`src/verilog/brew_pkg.sv`:
```
// ==================================================
// Shared constants for the brew machine controller
// State codes 0 to 9 fit in STATE_W bits
// Dwell limits are short cycle counts for simulation
// and must be scaled up for a real clock rate
// ==================================================
`default_nettype none

package brew_pkg;

    // ==================================================
    // Widths
    // ==================================================
    localparam int STATE_W = 4;
    localparam int MENU_W  = 4;
    localparam int TEMP_W  = 2;
    localparam int TIMER_W = 16;

    // ==================================================
    // Controller state codes
    // ==================================================
    localparam logic [STATE_W-1:0] ST_INIT      = 4'd0;
    localparam logic [STATE_W-1:0] ST_IDLE      = 4'd1;
    localparam logic [STATE_W-1:0] ST_HEATING   = 4'd2;
    localparam logic [STATE_W-1:0] ST_READY     = 4'd3;
    localparam logic [STATE_W-1:0] ST_VALIDATE  = 4'd4;
    localparam logic [STATE_W-1:0] ST_BREWING   = 4'd5;
    localparam logic [STATE_W-1:0] ST_COMPLETE  = 4'd6;
    localparam logic [STATE_W-1:0] ST_ERROR     = 4'd7;
    localparam logic [STATE_W-1:0] ST_EMERGENCY = 4'd8;
    localparam logic [STATE_W-1:0] ST_COOLDOWN  = 4'd9;

    // ==================================================
    // Menu screens seen by the controller
    // ==================================================
    // Codes match the menu navigator encoding
    localparam logic [MENU_W-1:0] MENU_SPLASH   = 4'd0;
    localparam logic [MENU_W-1:0] MENU_BREWING  = 4'd6;
    localparam logic [MENU_W-1:0] MENU_COMPLETE = 4'd7;

    // Target temperature modes for the water controller
    localparam logic [TEMP_W-1:0] TEMP_STANDBY = 2'b00;
    localparam logic [TEMP_W-1:0] TEMP_BREWING = 2'b01;

    // ==================================================
    // Dwell limits in clock cycles
    // ==================================================
    // Time spent in init before idle
    localparam logic [TIMER_W-1:0] INIT_CYCLES     = 16'd16;
    // Cooldown length, also ready inactivity on splash
    localparam logic [TIMER_W-1:0] COOLDOWN_CYCLES = 16'd32;
    // Auto-return from completion screen
    localparam logic [TIMER_W-1:0] COMPLETE_CYCLES = 16'(2 * COOLDOWN_CYCLES);
    // Retry delay in error and emergency
    localparam logic [TIMER_W-1:0] RETRY_CYCLES    = 16'd40;

endpackage

`default_nettype wire

```
`src/verilog/dwell_flags_if.sv`:
```
// ==================================================
// Dwell-limit flags from timer to sequencer
// Plain levels, valid every cycle, no handshake
// ==================================================
`default_nettype none

interface dwell_flags_if;

    // Init dwell reached
    logic init_done;
    // Cooldown or ready inactivity reached
    logic cooldown_done;
    // Completion auto-return reached
    logic complete_done;
    // Error or emergency retry delay reached
    logic retry_done;

    modport timer (output init_done, cooldown_done, complete_done, retry_done);
    modport sequencer (input init_done, cooldown_done, complete_done, retry_done);

endinterface

`default_nettype wire

```
`src/verilog/brew_sequencer.sv`:
```
// ==================================================
// Controller state register and transition rules
// State changes on the edge after the causing inputs
// entered is high in the first cycle of each visit,
// but not in the first init cycle after reset
// ==================================================
`default_nettype none

module brew_sequencer (
    input  wire                          clk,
    input  wire                          rst_n,
    input  wire  [brew_pkg::MENU_W-1:0]  menu_state,
    input  wire                          start_brewing_cmd,
    input  wire                          recipe_active,
    input  wire                          recipe_complete,
    input  wire                          recipe_valid,
    input  wire                          water_system_ok,
    input  wire                          can_make_coffee,
    input  wire                          paper_filter_present,
    input  wire                          critical_error,
    dwell_flags_if.sequencer             flags,
    output logic [brew_pkg::STATE_W-1:0] state,
    output logic [brew_pkg::STATE_W-1:0] next_state,
    output logic                         entered
);

    logic [brew_pkg::STATE_W-1:0] prev_state;
    // Recipe engine was started in this brewing visit
    logic                         brew_started;
    logic                         on_splash;
    logic                         checks_ok;

    // ==================================================
    // State and previous-state registers
    // ==================================================
    always_ff @(posedge clk or negedge rst_n) begin
        if (!rst_n) begin
            state      <= brew_pkg::ST_INIT;
            prev_state <= brew_pkg::ST_INIT;
        end else begin
            prev_state <= state;
            state      <= next_state;
        end
    end

    assign entered = (state != prev_state);

    // Set on brewing entry, cleared once back in a calm state
    always_ff @(posedge clk or negedge rst_n) begin
        if (!rst_n) begin
            brew_started <= 1'b0;
        end else if (state == brew_pkg::ST_BREWING && entered) begin
            brew_started <= 1'b1;
        end else if (state == brew_pkg::ST_IDLE || state == brew_pkg::ST_HEATING ||
                     state == brew_pkg::ST_READY) begin
            brew_started <= 1'b0;
        end
    end

    assign on_splash = (menu_state == brew_pkg::MENU_SPLASH);

    // Pre-brew checks
    assign checks_ok = recipe_valid && can_make_coffee && paper_filter_present &&
                       water_system_ok && !critical_error;

    // ==================================================
    // Next-state rules
    // ==================================================
    always_comb begin
        next_state = state;
        case (state)
            brew_pkg::ST_INIT: begin
                if (flags.init_done) next_state = brew_pkg::ST_IDLE;
            end
            brew_pkg::ST_IDLE: begin
                if (critical_error) next_state = brew_pkg::ST_ERROR;
                else if (!on_splash) next_state = brew_pkg::ST_HEATING;
            end
            brew_pkg::ST_HEATING: begin
                if (critical_error) next_state = brew_pkg::ST_ERROR;
                else if (water_system_ok) next_state = brew_pkg::ST_READY;
                else if (on_splash) next_state = brew_pkg::ST_COOLDOWN;
            end
            brew_pkg::ST_READY: begin
                if (critical_error) begin
                    next_state = brew_pkg::ST_ERROR;
                end else if (start_brewing_cmd) begin
                    next_state = brew_pkg::ST_VALIDATE;
                end else if (on_splash) begin
                    // Idle on splash long enough, wind down
                    if (flags.cooldown_done) next_state = brew_pkg::ST_COOLDOWN;
                end else if (!water_system_ok) begin
                    next_state = brew_pkg::ST_HEATING;
                end
            end
            brew_pkg::ST_VALIDATE: begin
                next_state = checks_ok ? brew_pkg::ST_BREWING : brew_pkg::ST_ERROR;
            end
            brew_pkg::ST_BREWING: begin
                if (critical_error) next_state = brew_pkg::ST_EMERGENCY;
                else if (recipe_complete) next_state = brew_pkg::ST_COMPLETE;
                // Recipe engine dropped out on its own
                else if (!recipe_active && brew_started) next_state = brew_pkg::ST_ERROR;
                // User left the brewing screen
                else if (menu_state != brew_pkg::MENU_BREWING) next_state = brew_pkg::ST_READY;
            end
            brew_pkg::ST_COMPLETE: begin
                if (critical_error) begin
                    next_state = brew_pkg::ST_ERROR;
                end else if (menu_state != brew_pkg::MENU_COMPLETE || flags.complete_done) begin
                    next_state = brew_pkg::ST_READY;
                end
            end
            brew_pkg::ST_ERROR: begin
                if (!critical_error && flags.retry_done) begin
                    // Reheat only if a brew is possible
                    if (can_make_coffee && paper_filter_present) begin
                        next_state = brew_pkg::ST_HEATING;
                    end else begin
                        next_state = brew_pkg::ST_IDLE;
                    end
                end else if (on_splash) begin
                    next_state = brew_pkg::ST_IDLE;
                end
            end
            brew_pkg::ST_EMERGENCY: begin
                if (!critical_error && flags.retry_done) next_state = brew_pkg::ST_IDLE;
            end
            brew_pkg::ST_COOLDOWN: begin
                if (flags.cooldown_done) next_state = brew_pkg::ST_IDLE;
                else if (!on_splash) next_state = brew_pkg::ST_HEATING;
            end
            // Unknown code, restart
            default: next_state = brew_pkg::ST_INIT;
        endcase
    end

endmodule

`default_nettype wire

```
`src/verilog/dwell_timer.sv`:
```
// ==================================================
// State dwell counter and error retry counter
// Dwell count reads 0 in the first cycle of a visit
// Both counters saturate at the TIMER_W maximum
// ==================================================
`default_nettype none

module dwell_timer (
    input  wire                         clk,
    input  wire                         rst_n,
    input  wire [brew_pkg::STATE_W-1:0] state,
    input  wire                         entered,
    dwell_flags_if.timer                flags
);

    logic [brew_pkg::TIMER_W-1:0] dwell_cnt;
    logic [brew_pkg::TIMER_W-1:0] dwell_val;
    logic [brew_pkg::TIMER_W-1:0] retry_cnt;
    logic                         in_fault;

    assign in_fault = (state == brew_pkg::ST_ERROR) || (state == brew_pkg::ST_EMERGENCY);

    // ==================================================
    // Dwell counter
    // ==================================================
    // Register runs one ahead so the entry cycle reads 0
    always_ff @(posedge clk or negedge rst_n) begin
        if (!rst_n) begin
            dwell_cnt <= '0;
        end else if (entered) begin
            dwell_cnt <= brew_pkg::TIMER_W'(1);
        end else if (dwell_cnt != '1) begin
            dwell_cnt <= dwell_cnt + 1'b1;
        end
    end

    assign dwell_val = entered ? '0 : dwell_cnt;

    // Retry counter, zero outside error and emergency
    always_ff @(posedge clk or negedge rst_n) begin
        if (!rst_n) begin
            retry_cnt <= '0;
        end else if (!in_fault) begin
            retry_cnt <= '0;
        end else if (retry_cnt != '1) begin
            retry_cnt <= retry_cnt + 1'b1;
        end
    end

    // ==================================================
    // Limit flags
    // ==================================================
    assign flags.init_done     = (dwell_val >= brew_pkg::INIT_CYCLES);
    assign flags.cooldown_done = (dwell_val >= brew_pkg::COOLDOWN_CYCLES);
    assign flags.complete_done = (dwell_val >= brew_pkg::COMPLETE_CYCLES);
    assign flags.retry_done    = (retry_cnt >= brew_pkg::RETRY_CYCLES);

endmodule

`default_nettype wire

```
`src/verilog/status_decoder.sv`:
```
// ==================================================
// Registered actuator and status outputs
// Outputs follow the state by one cycle
// abort_brew may stay high for many cycles while in
// error with an active recipe, or in emergency
// ==================================================
`default_nettype none

module status_decoder (
    input  wire                          clk,
    input  wire                          rst_n,
    input  wire  [brew_pkg::STATE_W-1:0] state,
    input  wire  [brew_pkg::STATE_W-1:0] next_state,
    input  wire                          entered,
    input  wire                          recipe_active,
    output logic                         start_brew,
    output logic                         abort_brew,
    output logic                         heating_enable,
    output logic [brew_pkg::TEMP_W-1:0]  temp_mode,
    output logic                         system_ready,
    output logic                         system_active,
    output logic                         system_fault,
    output logic                         emergency_stop
);

    logic in_brewing;
    logic heat_on;
    logic active_on;
    logic fault_on;
    // Leaving brewing for anything but completion
    logic early_exit;
    logic abort_req;

    assign in_brewing = (state == brew_pkg::ST_BREWING);

    // ==================================================
    // Per-state output pattern
    // ==================================================
    always_comb begin
        heat_on   = 1'b0;
        active_on = 1'b0;
        case (state)
            brew_pkg::ST_INIT,
            brew_pkg::ST_COOLDOWN: begin
                active_on = 1'b1;
            end
            brew_pkg::ST_HEATING,
            brew_pkg::ST_VALIDATE,
            brew_pkg::ST_BREWING: begin
                heat_on   = 1'b1;
                active_on = 1'b1;
            end
            brew_pkg::ST_READY,
            brew_pkg::ST_COMPLETE: begin
                heat_on = 1'b1;
            end
            default: begin
                heat_on   = 1'b0;
                active_on = 1'b0;
            end
        endcase
    end

    assign fault_on = (state == brew_pkg::ST_ERROR) || (state == brew_pkg::ST_EMERGENCY);

    assign early_exit = in_brewing && (next_state != brew_pkg::ST_BREWING) &&
                        (next_state != brew_pkg::ST_COMPLETE);

    // Abort on early exit, errors with a running recipe, always in emergency
    assign abort_req = early_exit || (state == brew_pkg::ST_ERROR && recipe_active) ||
                       (state == brew_pkg::ST_EMERGENCY);

    // ==================================================
    // Output registers
    // ==================================================
    always_ff @(posedge clk or negedge rst_n) begin
        if (!rst_n) begin
            start_brew     <= 1'b0;
            abort_brew     <= 1'b0;
            heating_enable <= 1'b0;
            temp_mode      <= brew_pkg::TEMP_STANDBY;
            system_ready   <= 1'b0;
            system_active  <= 1'b0;
            system_fault   <= 1'b0;
            emergency_stop <= 1'b0;
        end else begin
            // One pulse per brewing visit
            start_brew     <= in_brewing && entered;
            abort_brew     <= abort_req;
            heating_enable <= heat_on;
            temp_mode      <= heat_on ? brew_pkg::TEMP_BREWING : brew_pkg::TEMP_STANDBY;
            system_ready   <= (state == brew_pkg::ST_READY);
            system_active  <= active_on;
            system_fault   <= fault_on;
            emergency_stop <= (state == brew_pkg::ST_EMERGENCY);
        end
    end

endmodule

`default_nettype wire

```
`src/verilog/brew_ctrl_top.sv`:
```
// ==================================================
// Brew machine system controller, top level
// Recipe handshake: start_brew is a one-cycle pulse,
// abort_brew a pulse or a level in fault states
// Status outputs lag the state by one cycle
// All inputs are sampled as levels in the clk domain
// ==================================================
`default_nettype none

module brew_ctrl_top (
    input  wire                          clk,
    input  wire                          rst_n,

    // Menu navigator
    input  wire  [brew_pkg::MENU_W-1:0]  menu_state,
    input  wire                          start_brewing_cmd,

    // Recipe engine
    output logic                         start_brew,
    output logic                         abort_brew,
    input  wire                          recipe_active,
    input  wire                          recipe_complete,
    input  wire                          recipe_valid,

    // Water system
    output logic                         heating_enable,
    output logic [brew_pkg::TEMP_W-1:0]  temp_mode,
    input  wire                          water_system_ok,

    // Consumables and error handler
    input  wire                          can_make_coffee,
    input  wire                          paper_filter_present,
    input  wire                          critical_error,

    // System status
    output logic                         system_ready,
    output logic                         system_active,
    output logic                         system_fault,
    output logic                         emergency_stop
);

    logic [brew_pkg::STATE_W-1:0] state;
    logic [brew_pkg::STATE_W-1:0] next_state;
    logic                         entered;

    // Timer to sequencer flags
    dwell_flags_if flags ();

    // ==================================================
    // State sequencing
    // ==================================================
    brew_sequencer u_sequencer (
        .clk                  (clk),
        .rst_n                (rst_n),
        .menu_state           (menu_state),
        .start_brewing_cmd    (start_brewing_cmd),
        .recipe_active        (recipe_active),
        .recipe_complete      (recipe_complete),
        .recipe_valid         (recipe_valid),
        .water_system_ok      (water_system_ok),
        .can_make_coffee      (can_make_coffee),
        .paper_filter_present (paper_filter_present),
        .critical_error       (critical_error),
        .flags                (flags.sequencer),
        .state                (state),
        .next_state           (next_state),
        .entered              (entered)
    );

    // Dwell and retry counters
    dwell_timer u_timer (
        .clk     (clk),
        .rst_n   (rst_n),
        .state   (state),
        .entered (entered),
        .flags   (flags.timer)
    );

    // Registered actuator and status outputs
    status_decoder u_decoder (
        .clk            (clk),
        .rst_n          (rst_n),
        .state          (state),
        .next_state     (next_state),
        .entered        (entered),
        .recipe_active  (recipe_active),
        .start_brew     (start_brew),
        .abort_brew     (abort_brew),
        .heating_enable (heating_enable),
        .temp_mode      (temp_mode),
        .system_ready   (system_ready),
        .system_active  (system_active),
        .system_fault   (system_fault),
        .emergency_stop (emergency_stop)
    );

endmodule

`default_nettype wire

```
`config.mk`:
```
export PLATFORM = sky130hd
export DESIGN_NAME = brew_ctrl_top
export DESIGN_NICKNAME = d
export VERILOG_FILES = /design/src/verilog/brew_pkg.sv /design/src/verilog/dwell_flags_if.sv /design/src/verilog/brew_sequencer.sv /design/src/verilog/dwell_timer.sv /design/src/verilog/status_decoder.sv /design/src/verilog/brew_ctrl_top.sv
export SDC_FILE = /design/constraint.sdc
export NUM_CORES = 1
export LEC_CHECK = 0
export BUFFER_PORTS_ARGS = -buffer_cell sky130_fd_sc_hd__buf_2
export CAP_MARGIN = 25
export CORE_MARGIN = 3
export CORE_UTILIZATION = 41
export CTS_BUF_LIST = sky130_fd_sc_hd__clkbuf_4
export CTS_CLUSTER_SIZE = 8
export DETAILED_ROUTE_END_ITERATION = 8
export GPL_TIMING_DRIVEN = 0
export HOLD_SLACK_MARGIN = 0.12
export SLEW_MARGIN = 15
export SYNTH_ARGS = -nofsm -noshare
export SYNTH_HDL_FRONTEND = slang
export SYNTH_SLANG_ARGS = --single-unit
```
`constraint.sdc`:
```
create_clock -name clk -period 3.6 [get_ports clk]
set_clock_uncertainty 0.1 [all_clocks]
set_input_delay 0.72 -clock clk [delete_from_list [all_inputs] [get_ports clk]]
set_output_delay 0.72 -clock clk [all_outputs]
set_load 0.05 [all_outputs]
```
Word-level counts from Yosys, hierarchy flattened --
Cells that the tools add are included.
Cells by class: $add $sub $neg 2, $lt $le $gt $ge 4, equality and inequality tests 17, multiplexer cells 34, reductions and logical operators 25
Operators with widths (count):
- $mux 4 | 21
- $mux 16 | 5
- $pmux 4 s10 | 1
- $add 16x1->16 const B | 2
- $ge 16x6->1 const B | 2
- $ne 16x16->1 const B | 2
- $eq 4x3->1 const B | 4
- $ge 16x5->1 const B | 1
- $ge 16x7->1 const B | 1
- $ne 4x3->1 const B | 4
- $logic_and 1x1->1 | 11
- $reduce_or 5->1 | 2
- $eq 4x2->1 const B | 2
- $eq 4x4->1 const B | 2
- $logic_not 4->1 | 2
- $logic_or 1x1->1 | 6
- $mux 1 | 5
- $eq 4x1->1 const B | 1
- $mux 2 | 2
- $ne 4x4->1 | 1
- $reduce_bool 2->1 | 2
- $logic_not 1->1 | 2
- $ne 2x2->1 const B | 1
Word-level totals: flip-flop bits (word level) 50, input port bits 14, output and inout port bits 9, word-level logic and storage cells 95

Longest topological paths before layout --
Gate-level depths: netlist of the first run.
depth in word-level cells 13, depth in mapped cells 9, depth with buffers taken out 7

Hierarchy --
A second synthesis of the first run with hierarchy kept.
Second synthesis, totals: cells, all modules 336, area total of the unflattened synthesis 2982.9 um^2
By module, submodules not included:
- dwell_timer | times used 1, cells an instance 209, area each 1868.0 um^2, sequential area each 800.8 um^2
- brew_sequencer | times used 1, cells an instance 93, area each 770.7 um^2, sequential area each 225.2 um^2
- status_decoder | times used 1, cells an instance 34, area each 344.1 um^2, sequential area each 175.2 um^2

Worst setup path after synthesis of the first run --
Ideal clock, no wire load.
path type input to register, start in menu_state[1] in the netlist's numbering, end reg u_decoder.abort_brew, setup time 0.133 ns, arrival time 2.156 ns, required time 3.367 ns, path slack 1.211 ns, stages 7, buffers on the path 0, cells stage by stage nor4_2 -> or4b_1 -> o211ai_1 -> nor4_1 -> nand4_2 -> mux2i_1 -> o211ai_1
On the way: word-level cells in the longest chain between the ends 11, elaborated cells between the ends (all ways) 28, classes of those cells 4 x eq/ne; 18 x mux; 6 x reduce/logical
RTL lines:
- start, declared | line brew_ctrl_top.sv:15 | input wire [brew_pkg::MENU_W-1:0] menu_state,
- $ne 4x3->1 | line brew_sequencer.sv:105 | else if (menu_state != brew_pkg::MENU_BREWING) next_state = brew_pkg::ST_READY;
- $mux 4 | line brew_sequencer.sv:105
- $mux 4 | line brew_sequencer.sv:103 | else if (!recipe_active && brew_started) next_state = brew_pkg::ST_ERROR;
- $mux 4 | line brew_sequencer.sv:101 | else if (recipe_complete) next_state = brew_pkg::ST_COMPLETE;
- $mux 4 | line brew_sequencer.sv:100 | if (critical_error) next_state = brew_pkg::ST_EMERGENCY;
- $pmux 4 s10 * | line brew_sequencer.sv:71 | case (state)
- via next_state, one bit | line brew_ctrl_top.sv:43 | logic [brew_pkg::STATE_W-1:0] next_state;
- $ne 4x3->1 | line status_decoder.sv:66 | assign early_exit = in_brewing && (next_state != brew_pkg::ST_BREWING) &&
- $logic_and 1x1->1 | line status_decoder.sv:66
- $logic_and 1x1->1 * | line status_decoder.sv:66
- $logic_or 1x1->1 * (2 in a row) | line status_decoder.sv:70 | assign abort_req = early_exit || (state == brew_pkg::ST_ERROR && recipe_active) ||
- via u_decoder.abort_req | line status_decoder.sv:32 | logic abort_req;
- end signal, assigned | line status_decoder.sv:89 | abort_brew <= abort_req;
- end, declared | line status_decoder.sv:17 | output logic abort_brew,
Mark *: on every way through the listed nets, which the timed path passes. The rest lies on a longest branch. A chain may end at the register's enable or synchronous reset.

Worst setup path in the final report of the first run --
Ends and elaborated chain as after synthesis.

==> impl_results.md, run 1 <==
* Fraction of registers with async set/reset at 100.0%
* Setup TNS Final at 0 ns
* Area of the core at 6422 um2
* TritonCTS clock tree: built
* Leak at 1.319 nW
* Root cell of the clock tree: clkbuf_4
* DR WL met3 at 258 um
* CTS Buffer Depth at 2
* Peak supply drop at 0.2294 mV
* PnR worst setup slack at 1.032 ns
* Post-Synthesis Cells at 298
* Max Cap Viol at 0
* Row count at 29
* Clk sinks at 48
* Syn Std Cell Area at 2733 um2
* Die ar. at 7681 um2
* Global-route wire length before repair at 9825 um
* Fin crit share at 71.32%
* Largest net degree at the start of global routing at 30
* Peak Freq at 0.3895 GHz
* Initial DRC Count at 112
* Placer Congestion at 0.9644
* Initial Utilization at 42.55%
* Net count after synthesis at 315
* Final non-filler cell total at 405
* Util after Layout at 47.32%
* Synth unique cells at 56
* RSZ-0062 raised after global routing: no
* Total Power at 1.803 mW
* Antenna violations before repair at 0
* Worst-Skew Late Latency at 0.37 ns
* FF+latch count, synth at 48
* Worst-Margin Slew at 0.6481 ns
* Dpl cells at 397
* Multi-input gate area at 1424 um2
* Outcome: completed
* Diodes inserted at 0
* CP arrival at 2.72 ns
* Final wirelength at 5792 um
* Post-DRT Antenna Nets at 0
* Filler instances at 627
* Vias at 2248
* Grt ovf at 0
* CTS H-Tree Depth at 2
* DRT met1 WL at 2845 um
* Hold Path Class: input port to async pin
* Setup bufs post-CTS at 0
* Register area at 1201 um2
* Vias per cell at 5.551
* Dpl ws at 0.6858 ns
* Top_reg_cell synth: dfrtp_1
* Area growth syn-to-layout at 11.22%
* Slew Viols, Final at 0
* Worst R2R Path Depth at 8
* Drt wl/cell at 14.30 um
* Top Layer Used: met4
* Total CTS buffers at 5
* Critical Path End Type: flop
* Hold-fix buffers, CTS at 0
* Vias in the first global route at 2031
* Pwr Density at 593.3 nW/um2
* Element type at the critical path start: input port
* Syn avg cell area at 9.170 um2
* Post-synth EDFFs at 0
* DR WL met2 at 2634 um
* Final setup vio count at 0
* IO Pins at 23
* Min cycle time layout at 2.568 ns
* YS warnings at 0
* GRT Total Usage at 16.12%
* Required @ worst endpoint at 3.75 ns
* Layout cell share with drive strength beyond 1 at 15.24%
* IO Port Bufs at 21
* Die X at 87.64 um
* Critical path type: input port to flop
* Sequential fraction of the synthesis area at 43.96%
* Post-DP HPWL at 4277 um
* Worst slew margin at 56.43%
* Crit-path max FO at 6
* Final Net Count at 344
* Final Hold Fails at 0
* DRC violations left at 0
* Die Ht at 87.64 um
* Clk pin slew, worst setup/hold paths at 0.16 ns
* Post-CTS sizing at 0
* Drt first pass iters at 4
## cell type report
| class | count | area share [%] |
|---|---|---|
| sequential | 48 | 39.52 |
| timing repair buffer | 22 | 4.117 |
| multi-input combinational | 225 | 46.85 |
| tap | 77 | 3.170 |
| clock inverter | 3 | 1.564 |
| clock buffer | 5 | 1.235 |
| inverter | 9 | 1.112 |
| buffer | 16 | 2.429 |
## routing by layer
layer / global-route usage [%] / vias to the layer above
met5: 0 / -
met4: 4.742 / 0
met3: 3.763 / 4
met2: 24.59 / 53
met1: 22.82 / 1070
li1: - / 1121
## path summary, 6_finish.rpt
path / start / to / slack (ns)
max: menu_state[1] / u_decoder.abort_brew / 1.03
min: rst_n / u_sequencer.prev_state[0] / 0.19
max reg2reg: u_sequencer.state[2] / u_decoder.abort_brew / 1.14
min reg2reg: u_sequencer.state[1] / u_sequencer.prev_state[1] / 0.31
max in group asynchronous: rst_n / u_timer.retry_cnt[4] / 2.69
min in group clk: u_sequencer.state[1] / u_sequencer.prev_state[1] / 0.31
## Yosys cell counts, types with 2 or more instances
cell | n | share of area [%]
nand3b_1 | 2 | 0.55
mux2i_1 | 3 | 1.1
nand4_1 | 7 | 1.6
nand4b_1 | 3 | 0.96
a21oi_1 | 16 | 2.9
nor3b_1 | 2 | 0.55
nor3_1 | 9 | 1.6
buf_4 | 2 | 0.55
a21o_1 | 2 | 0.55
nand3_1 | 14 | 2.6
ha_1 | 3 | 1.4
nor2_1 | 41 | 5.6
or2_2 | 2 | 0.46
clkbuf_1 | 8 | 1.1
and3_1 | 6 | 1.4
dfrtp_1 | 48 | 44
inv_1 | 9 | 1.2
or3_1 | 4 | 0.92
or4_1 | 3 | 0.82
xnor2_1 | 10 | 3.2
nand4bb_1 | 2 | 0.82
o22ai_1 | 2 | 0.46
nand2_1 | 20 | 2.7
nor2b_1 | 6 | 1.4
buf_2 | 5 | 0.92
o211ai_1 | 2 | 0.55
and4_1 | 7 | 2.2
nor4_1 | 4 | 0.92
xor2_1 | 14 | 4.5
o31ai_1 | 3 | 0.82
o21ai_0 | 12 | 2.2
o311a_1 | 2 | 0.73
nand2b_1 | 2 | 0.46
## per-stage QoR
stage / hold slack (ns) / instance area, um2
final: 0.1875 / 3039
after floorplan: 0.2614 / 2733
after global routing: 0.1937 / 3039
after CTS: 0.1927 / 3039
after global placement: 0.2733 / 2934
after detailed placement: 0.2761 / 2954
## sequential cells by signal, summed over array words and instances, names as in the netlist, 4 cells and up
| register | flops |
|---|---|
| u_sequencer.state | 4 |
| u_timer.dwell_cnt | 16 |
| u_sequencer.prev_state | 4 |
| u_timer.retry_cnt | 16 |
## kinds of logic (layout without fill, tap and decap cells)
group | count (synthesis) | in the layout | share of synthesized area (%)
buffers and inverters | 25 | 55 | 3.937
AOI/OAI and AO/OA | 47 | 47 | 10.85
adders and majority gates | 3 | 3 | 1.374
xor gates and xnor gates | 24 | 24 | 7.692
DFF | 48 | 48 | 43.96
muxes | 4 | 4 | 1.511
other | 1 | 1 | 0.1372
and+or+nand+nor | 146 | 146 | 30.54
## critical path, cell delays in order
cell	delay, ns
buf_2	0.13
nor4_2	0.61
or4b_1	0.50
o211ai_1	0.12
nor4_1	0.11
nand4_2	0.13
mux2i_1	0.26
o211ai_1	0.15
## report_power, final
group / leakage (nW) / switching, mW / total, mW / internal [mW]
clock network: 0.0454 / 0.183 / 0.332 / 0.149
registers: 0.640 / 0.0466 / 0.669 / 0.622
logic: 0.634 / 0.541 / 0.802 / 0.260
total: 1.32 / 0.771 / 1.80 / 1.03
## cells in the final DEF (no fill, tap or decap), types with 4 or more instances in the layout
master / n
nor2b_1: 6
nor3_1: 9
nand4_1: 7
a21oi_1: 16
buf_2: 26
xor2_1: 14
xnor2_1: 10
or3_1: 4
nor2_1: 41
and3_1: 6
nand3_1: 14
clkbuf_1: 8
and4_1: 7
inv_1: 9
nand2_1: 20
nor4_1: 4
o21ai_0: 12
clkbuf_4: 5
dfrtp_1: 48
Power figures use the tool's default switching activity.
==> run 2, diff against run 1 <==
==> constraint.sdc (replaced) <==
create_clock -name clk -period 2.4 [get_ports clk]
set_clock_uncertainty 0.1 [all_clocks]
set_input_delay 0.48 -clock clk [delete_from_list [all_inputs] [get_ports clk]]
set_output_delay 0.48 -clock clk [all_outputs]
set_load 0.05 [all_outputs]
==> run 2 against run 1 <==
Design area rose by 1.3%. Core utilization rose by 0.62 points. Setup slack got worse by 0.97 ns. Critical path depth did not move. Sequential share of layout area fell by 0.47 points. Count of clock-buffer cells in the layout did not move. Die area did not move. Critical path type is now flop to flop. Critical endpoint unchanged. Largest power group unchanged.
==> impl_results.md, run 2 (synthesis results as in run 1) <==
* DRC violations left at 0
* Peak Freq at 0.4277 GHz
* Total CTS buffers at 5
* Critical Path Max Stage Delay at 0.52 ns
* Row count at 29
* GRT Total Usage at 16.23%
* Drt first pass iters at 4
* Final setup vio count at 0
* Reg2reg start: u_sequencer.state[2]
* Comb pwr share at 44.7%
* Final wirelength at 5840 um
* Min cycle time layout at 2.338 ns
* Critical path depth at 8
* CP max-delay cell: or4b_1
* Die X at 87.64 um
* Leak at 1.339 nW
* Worst-Margin Slew at 0.6217 ns
* Pwr Density at 889.7 nW/um2
* Clock share of power at 18.2%
* Area growth syn-to-layout at 12.68%
* Critical Path End Type: flop
* Largest net degree at the start of global routing at 30
* Vias per cell at 5.534
* Outcome: completed
* Hold Path Class: flop to flop
* Initial DRC Count at 99
* Internal power at 1.573 mW
* Critical path type: flop to flop
* Final non-filler cell total at 406
* Commonest cells after routing, fill and taps aside: dfrtp_1, nor2_1, buf_2
* Vias in the first global route at 2034
* Sequential power share at 37.2%
* Final Hold Fails at 0
* Crit-path leading delay family: simple AND/OR/NAND/NOR gates
* Area of the core at 6422 um2
* Critical path startpoint: u_sequencer.state[2]
* Cell Chain, Critical Path: or2_0, buf_4, or4b_1, o211ai_1, nor4_2, nand4_2, mux2i_1, o211ai_1
* Hold Crit Depth at 0
* Root cell of the clock tree: clkbuf_4
* Final Net Count at 345
* Most common cell after layout, fill and taps aside: dfrtp_1
* Required @ worst endpoint at 2.55 ns
* CP arrival at 2.49 ns
* Layout cell share with drive strength beyond 1 at 17.63%
* Sw frac at 42.58%
* Flop-to-flop setup slack at 0.06 ns
* Placer Congestion at 0.9644
* Diodes inserted at 0
* Clk pin slew, worst setup/hold paths at 0.16 ns
* Die Ht at 87.64 um
* Util after Layout at 47.94%
* Reg2Reg Capture Point: u_decoder.abort_brew
* Worst-Skew Late Latency at 0.37 ns
* Critical path endpoint: u_decoder.abort_brew
* IO Port Bufs at 21
* Worst R2R Path Depth at 8
* Switching Power at 1.166 mW
* Global-route wire length before repair at 9894 um
* Worst slew margin at 58.21%
* Element type at the critical path start: flop
* Post-DP HPWL at 4277 um
* Drt wl/cell at 14.38 um
* TritonCTS clock tree: built
* Max Cap Viol at 0
* Vias at 2247
* CTS H-Tree Depth at 2
* Antenna violations before repair at 0
* Slew Viols, Final at 0
* Die ar. at 7681 um2
* CP Buf/Inv Count at 1
* IO Pins at 23
* Post-DRT Antenna Nets at 0
* RSZ-0062 raised after global routing: no
* Clk sinks at 48
* Fin crit share at 97.41%
* Most used cell, CP: o211ai_1
* Regs by FF count: u_timer.dwell_cnt x16, u_timer.retry_cnt x16
* Crit-path max FO at 10
* Peak supply drop at 0.3428 mV
* CTS Buffer Depth at 2
* Dpl cells at 397
* Initial Utilization at 42.55%
* Grt ovf at 0
[run 2: changes by cell type in the layout (fill, tap and decap cells not counted)]
cell and change:
dfrtp_1 -1, dlygate4sd3_1 +1, nor4_1 -3, buf_4 +2
clkbuf_2 +2, o21ai_0 -1, dfrtp_2 +1, nor4_2 +3
o21ai_1 +1, clkbuf_1 -4
[run 2: worst register-to-register path: stages, from the launching register on]
cell and delay, ns:
dfrtp_1 0.44, or2_0 0.23, buf_4 0.17, or4b_1 0.53
o211ai_1 0.13, nor4_2 0.10, nand4_2 0.13, mux2i_1 0.26
o211ai_1 0.15
[run 2: worst min-delay path by stage]
stage                               startpoint                   endpoint  slack, ns
after floorplan                          rst_n       u_decoder.abort_brew       0.08
after global placement    u_sequencer.state[1]  u_sequencer.prev_state[1]       0.27
after detailed placement  u_sequencer.state[1]  u_sequencer.prev_state[1]       0.28
after CTS                 u_sequencer.state[1]  u_sequencer.prev_state[1]       0.31
after global routing             recipe_active       u_decoder.abort_brew       0.32
final                     u_sequencer.state[0]  u_sequencer.prev_state[0]       0.33
[run 2: layout make-up]
| cell class | count | area (um2) |
|---|---|---|
| Fill cell | 618 | 3343 |
| Multi-Input combinational cell | 225 | 1443 |
| Sequential cell | 48 | 1202 |
| Timing Repair Buffer | 24 | 142.6 |
| Tap cell | 77 | 96.34 |
| Buffer | 15 | 76.32 |
| Clock inverter | 3 | 47.55 |
| Clock buffer | 5 | 37.54 |
| Inverter | 9 | 33.78 |
[run 2: metrics by stage]
| stage | setup TNS, ns | worst slack (ns) | area (um2) | power, mW | hold WS [ns] |
|---|---|---|---|---|---|
| floorplan | 0 | 0.2511 | 2733 | 1.913 | 0.08441 |
| global placement | -0.2698 | -0.2698 | 2934 | 2.224 | 0.2733 |
| detailed placement | -0.2742 | -0.2742 | 2954 | 2.220 | 0.2761 |
| CTS | 0 | 0.01988 | 3057 | 2.738 | 0.3093 |
| global route | 0 | 0.009064 | 3079 | 2.945 | 0.3225 |
| finish | 0 | 0.06212 | 3079 | 2.739 | 0.3258 |
[run 2: timing repair]
| action | CTS | global route |
|---|---|---|
| buffers inserted | 0 | 1 |
| hold buffers | 1 | 0 |
| gates resized for setup | 2 | 11 |
| hold endpoints to repair | 19 | 0 |
| endpoints found under the setup margin | 1 | 21 |
| cloned | 0 | 0 |
| pin swaps | 0 | 2 |
[run 2: routing by layer]
layer	vias up	global-route usage [%]	share of wire [%]
met3	6	3.669	4.9
met1	1063	23.06	49
met5	-	0	0
met4	0	4.463	1.1
met2	58	24.93	45
li1	1120	-	-
[run 2: power groups by stage]
| stage | clock [mW] | combinational (mW) | sequential, mW |
|---|---|---|---|
| final | 0.498 | 1.22 | 1.02 |
| after global routing | 0.551 | 1.35 | 1.04 |
| after CTS | 0.515 | 1.22 | 1.00 |
| after detailed placement | 0 | 1.20 | 1.02 |
| after global placement | 0 | 1.20 | 1.02 |
| after floorplan | 0 | 0.758 | 1.15 |
==> run 3, diff against run 2 <==
--- a/config.mk
+++ b/config.mk
@@ -7,13 +7,16 @@
 export LEC_CHECK = 0
 export BUFFER_PORTS_ARGS = -buffer_cell sky130_fd_sc_hd__buf_2
 export CAP_MARGIN = 25
+export CELL_PAD_IN_SITES_DETAIL_PLACEMENT = 0
+export CELL_PAD_IN_SITES_GLOBAL_PLACEMENT = 1
 export CORE_MARGIN = 3
 export CORE_UTILIZATION = 41
-export CTS_BUF_LIST = sky130_fd_sc_hd__clkbuf_4
+export CTS_BUF_LIST = sky130_fd_sc_hd__clkbuf_4 sky130_fd_sc_hd__clkbuf_8
 export CTS_CLUSTER_SIZE = 8
 export DETAILED_ROUTE_END_ITERATION = 8
 export GPL_TIMING_DRIVEN = 0
 export HOLD_SLACK_MARGIN = 0.12
+export PLACE_DENSITY_LB_ADDON = 0.1
 export SLEW_MARGIN = 15
 export SYNTH_ARGS = -nofsm -noshare
 export SYNTH_HDL_FRONTEND = slang
==> run 3 against run 2 <==
Maximum frequency increased by 0.97%. Hold slack got worse by 0.034 ns. Register-to-register slack improved by 0.02 ns. Global-route usage increased by 0.89 points. Routed wire length increased by 6.9%. Count of clock-buffer cells in the layout increased by 1. Critical path depth unchanged. Sequential cell count unchanged. Combinational power about the same. Largest cell class unchanged.
==> impl_results.md, run 3 (synthesis results as in run 1) <==
* IO Port Bufs at 21
* Outcome: completed
* GRT Total Usage at 17.13%
* Setup bufs post-CTS at 0
* Die ar. at 7681 um2
* Area growth syn-to-layout at 13.05%
* Worst R2R Path Depth at 8
* Slew Viols, Final at 0
* Fin crit share at 96.48%
* Clk sinks at 48
* DRC violations left at 0
* Placer Congestion at 0.8985
* Initial DRC Count at 108
* Critical path type: flop to flop
* Vias in the first global route at 2121
* RSZ-0062 raised after global routing: yes
* Die X at 87.64 um
* Area of the core at 6422 um2
* Setup TNS Final at 0 ns
* Post-route cell area at 3089 um2
* Final Net Count at 345
* CTS Buffer Depth at 2
* Required @ worst endpoint at 2.49 ns
* Min cycle time layout at 2.315 ns
* Max Cap Viol at 0
* Row count at 29
* Root cell of the clock tree: clkbuf_8
* Filler instances at 641
* Hold Crit Depth at 0
* Final wirelength at 6245 um
* Commonest cells after routing, fill and taps aside: dfrtp_1, nor2_1, buf_2
* Final setup vio count at 0
* Clk pin slew, worst setup/hold paths at 0.09 ns
* Post-DP HPWL at 4484 um
* Multi-input gate area at 1433 um2
* Worst slew margin at 58.73%
* Worst hold start: u_sequencer.state[1]
* Flop-to-flop setup slack at 0.08 ns
* Die Ht at 87.64 um
* Reg2Reg Capture Point: u_decoder.abort_brew
* Antenna violations before repair at 0
* Regs by FF count: u_timer.dwell_cnt x16, u_timer.retry_cnt x16
* Initial Utilization at 42.55%
* Crit-path max FO at 10
* Peak Freq at 0.4319 GHz
* Register area at 1201 um2
* Drt wl/cell at 15.38 um
* IO Pins at 23
* PnR worst setup slack at 0.08459 ns
* Leak at 1.350 nW
* Final Hold Fails at 0
* Post-DRT Antenna Nets at 0
* Largest net degree at the start of global routing at 34
* Pwr Density at 920.1 nW/um2
* Worst-Skew Late Latency at 0.31 ns
* Total Power at 2.842 mW
* CTS H-Tree Depth at 2
* Grt ovf at 0
* Total CTS buffers at 5
* Critical Path End Type: flop
* Vias per cell at 5.559
* Most common cell after layout, fill and taps aside: dfrtp_1
* Global-route wire length before repair at 10310 um
* CP arrival at 2.40 ns
* Hold Path Class: flop to flop
* Hold endpoint: u_sequencer.prev_state[1]
* Util after Layout at 48.10%
* Drt first pass iters at 4
* Vias at 2257
* Reg2reg start: u_sequencer.state[3]
* Diodes inserted at 0
* TritonCTS clock tree: built
* Peak supply drop at 0.3664 mV
* DP Area at 2954 um2
* Element type at the critical path start: flop
* Worst-Margin Slew at 0.6140 ns
* Layout cell share with drive strength beyond 1 at 17.02%
* Dpl ws at -0.2038 ns
==> run 3: changes by cell type in the layout (fill, tap and decap cells not counted), moves of 2 or more <==
| cell | previous run | this run |
|---|---|---|
| buf_4 | 4 | 2 |
| clkbuf_8 | 0 | 5 |
| clkbuf_2 | 2 | 4 |
| clkinv_4 | 2 | 0 |
| nor4_2 | 4 | 2 |
| clkbuf_4 | 5 | 1 |
| nor4_1 | 1 | 3 |
==> run 3: cell type report <==
| class | instances | area share [%] |
|---|---|---|
| clock inverter | 2 | 1.134 |
| tap | 77 | 3.119 |
| inverter | 9 | 1.094 |
| timing repair buffer | 23 | 4.374 |
| clock buffer | 6 | 2.471 |
| multi-input combinational | 225 | 46.37 |
| buffer | 16 | 2.552 |
| sequential | 48 | 38.88 |
==> run 3: power by group <==
| group | total (mW) | leakage, nW | internal, mW | switching [mW] |
|---|---|---|---|---|
| Clock | 0.602 | 0.0586 | 0.321 | 0.281 |
| Combinational | 1.23 | 0.652 | 0.403 | 0.826 |
| Sequential | 1.01 | 0.640 | 0.934 | 0.0774 |
==> run 3: stage by stage <==
stage	cells	hold slack [ns]
floorplan	298	0.08441
CTS	406	0.2976
finish	406	0.2923
global placement	396	0.2690
global route	406	0.3199
detailed placement	397	0.2758
==> run 3: worst max path at each step <==
| stage | startpoint | end | slack, ns | depth (start not counted) |
|---|---|---|---|---|
| final | u_sequencer.state[3] | u_decoder.abort_brew | 0.08 | 8 |
| after global routing | u_sequencer.state[3] | u_decoder.abort_brew | -0.08 | 8 |
| after CTS | u_timer.retry_cnt[13] | u_decoder.abort_brew | 0.01 | 7 |
| after detailed placement | menu_state[1] | u_decoder.abort_brew | -0.20 | 8 |
| after global placement | menu_state[1] | u_decoder.abort_brew | -0.22 | 8 |
| after floorplan | menu_state[1] | u_decoder.abort_brew | 0.25 | 7 |
==> run 3: routing by layer <==
metal | global-route usage [%] | share of wire (%)
met5 | 0 | 0
met3 | 3.857 | 3.2
met2 | 26.44 | 46
met1 | 23.63 | 48
met4 | 6.137 | 2.0
==> run 3: critical path: stages, from the launching register on <==
cell and delay [ns]:
dfrtp_1 0.39, clkbuf_1 0.41, nor2b_1 0.35, nand2_1 0.18, nor3_1 0.20, nor4_1 0.09
nand4_2 0.11, mux2i_1 0.23, o211ai_1 0.12
==> run 3: repair_timing <==
item,CTS,global route
hold endpoints to repair,15,0
hold buffers,1,0
gates resized for setup,1,7
endpoints found under the setup margin,7,20
cloned,0,0
pin swaps,0,0
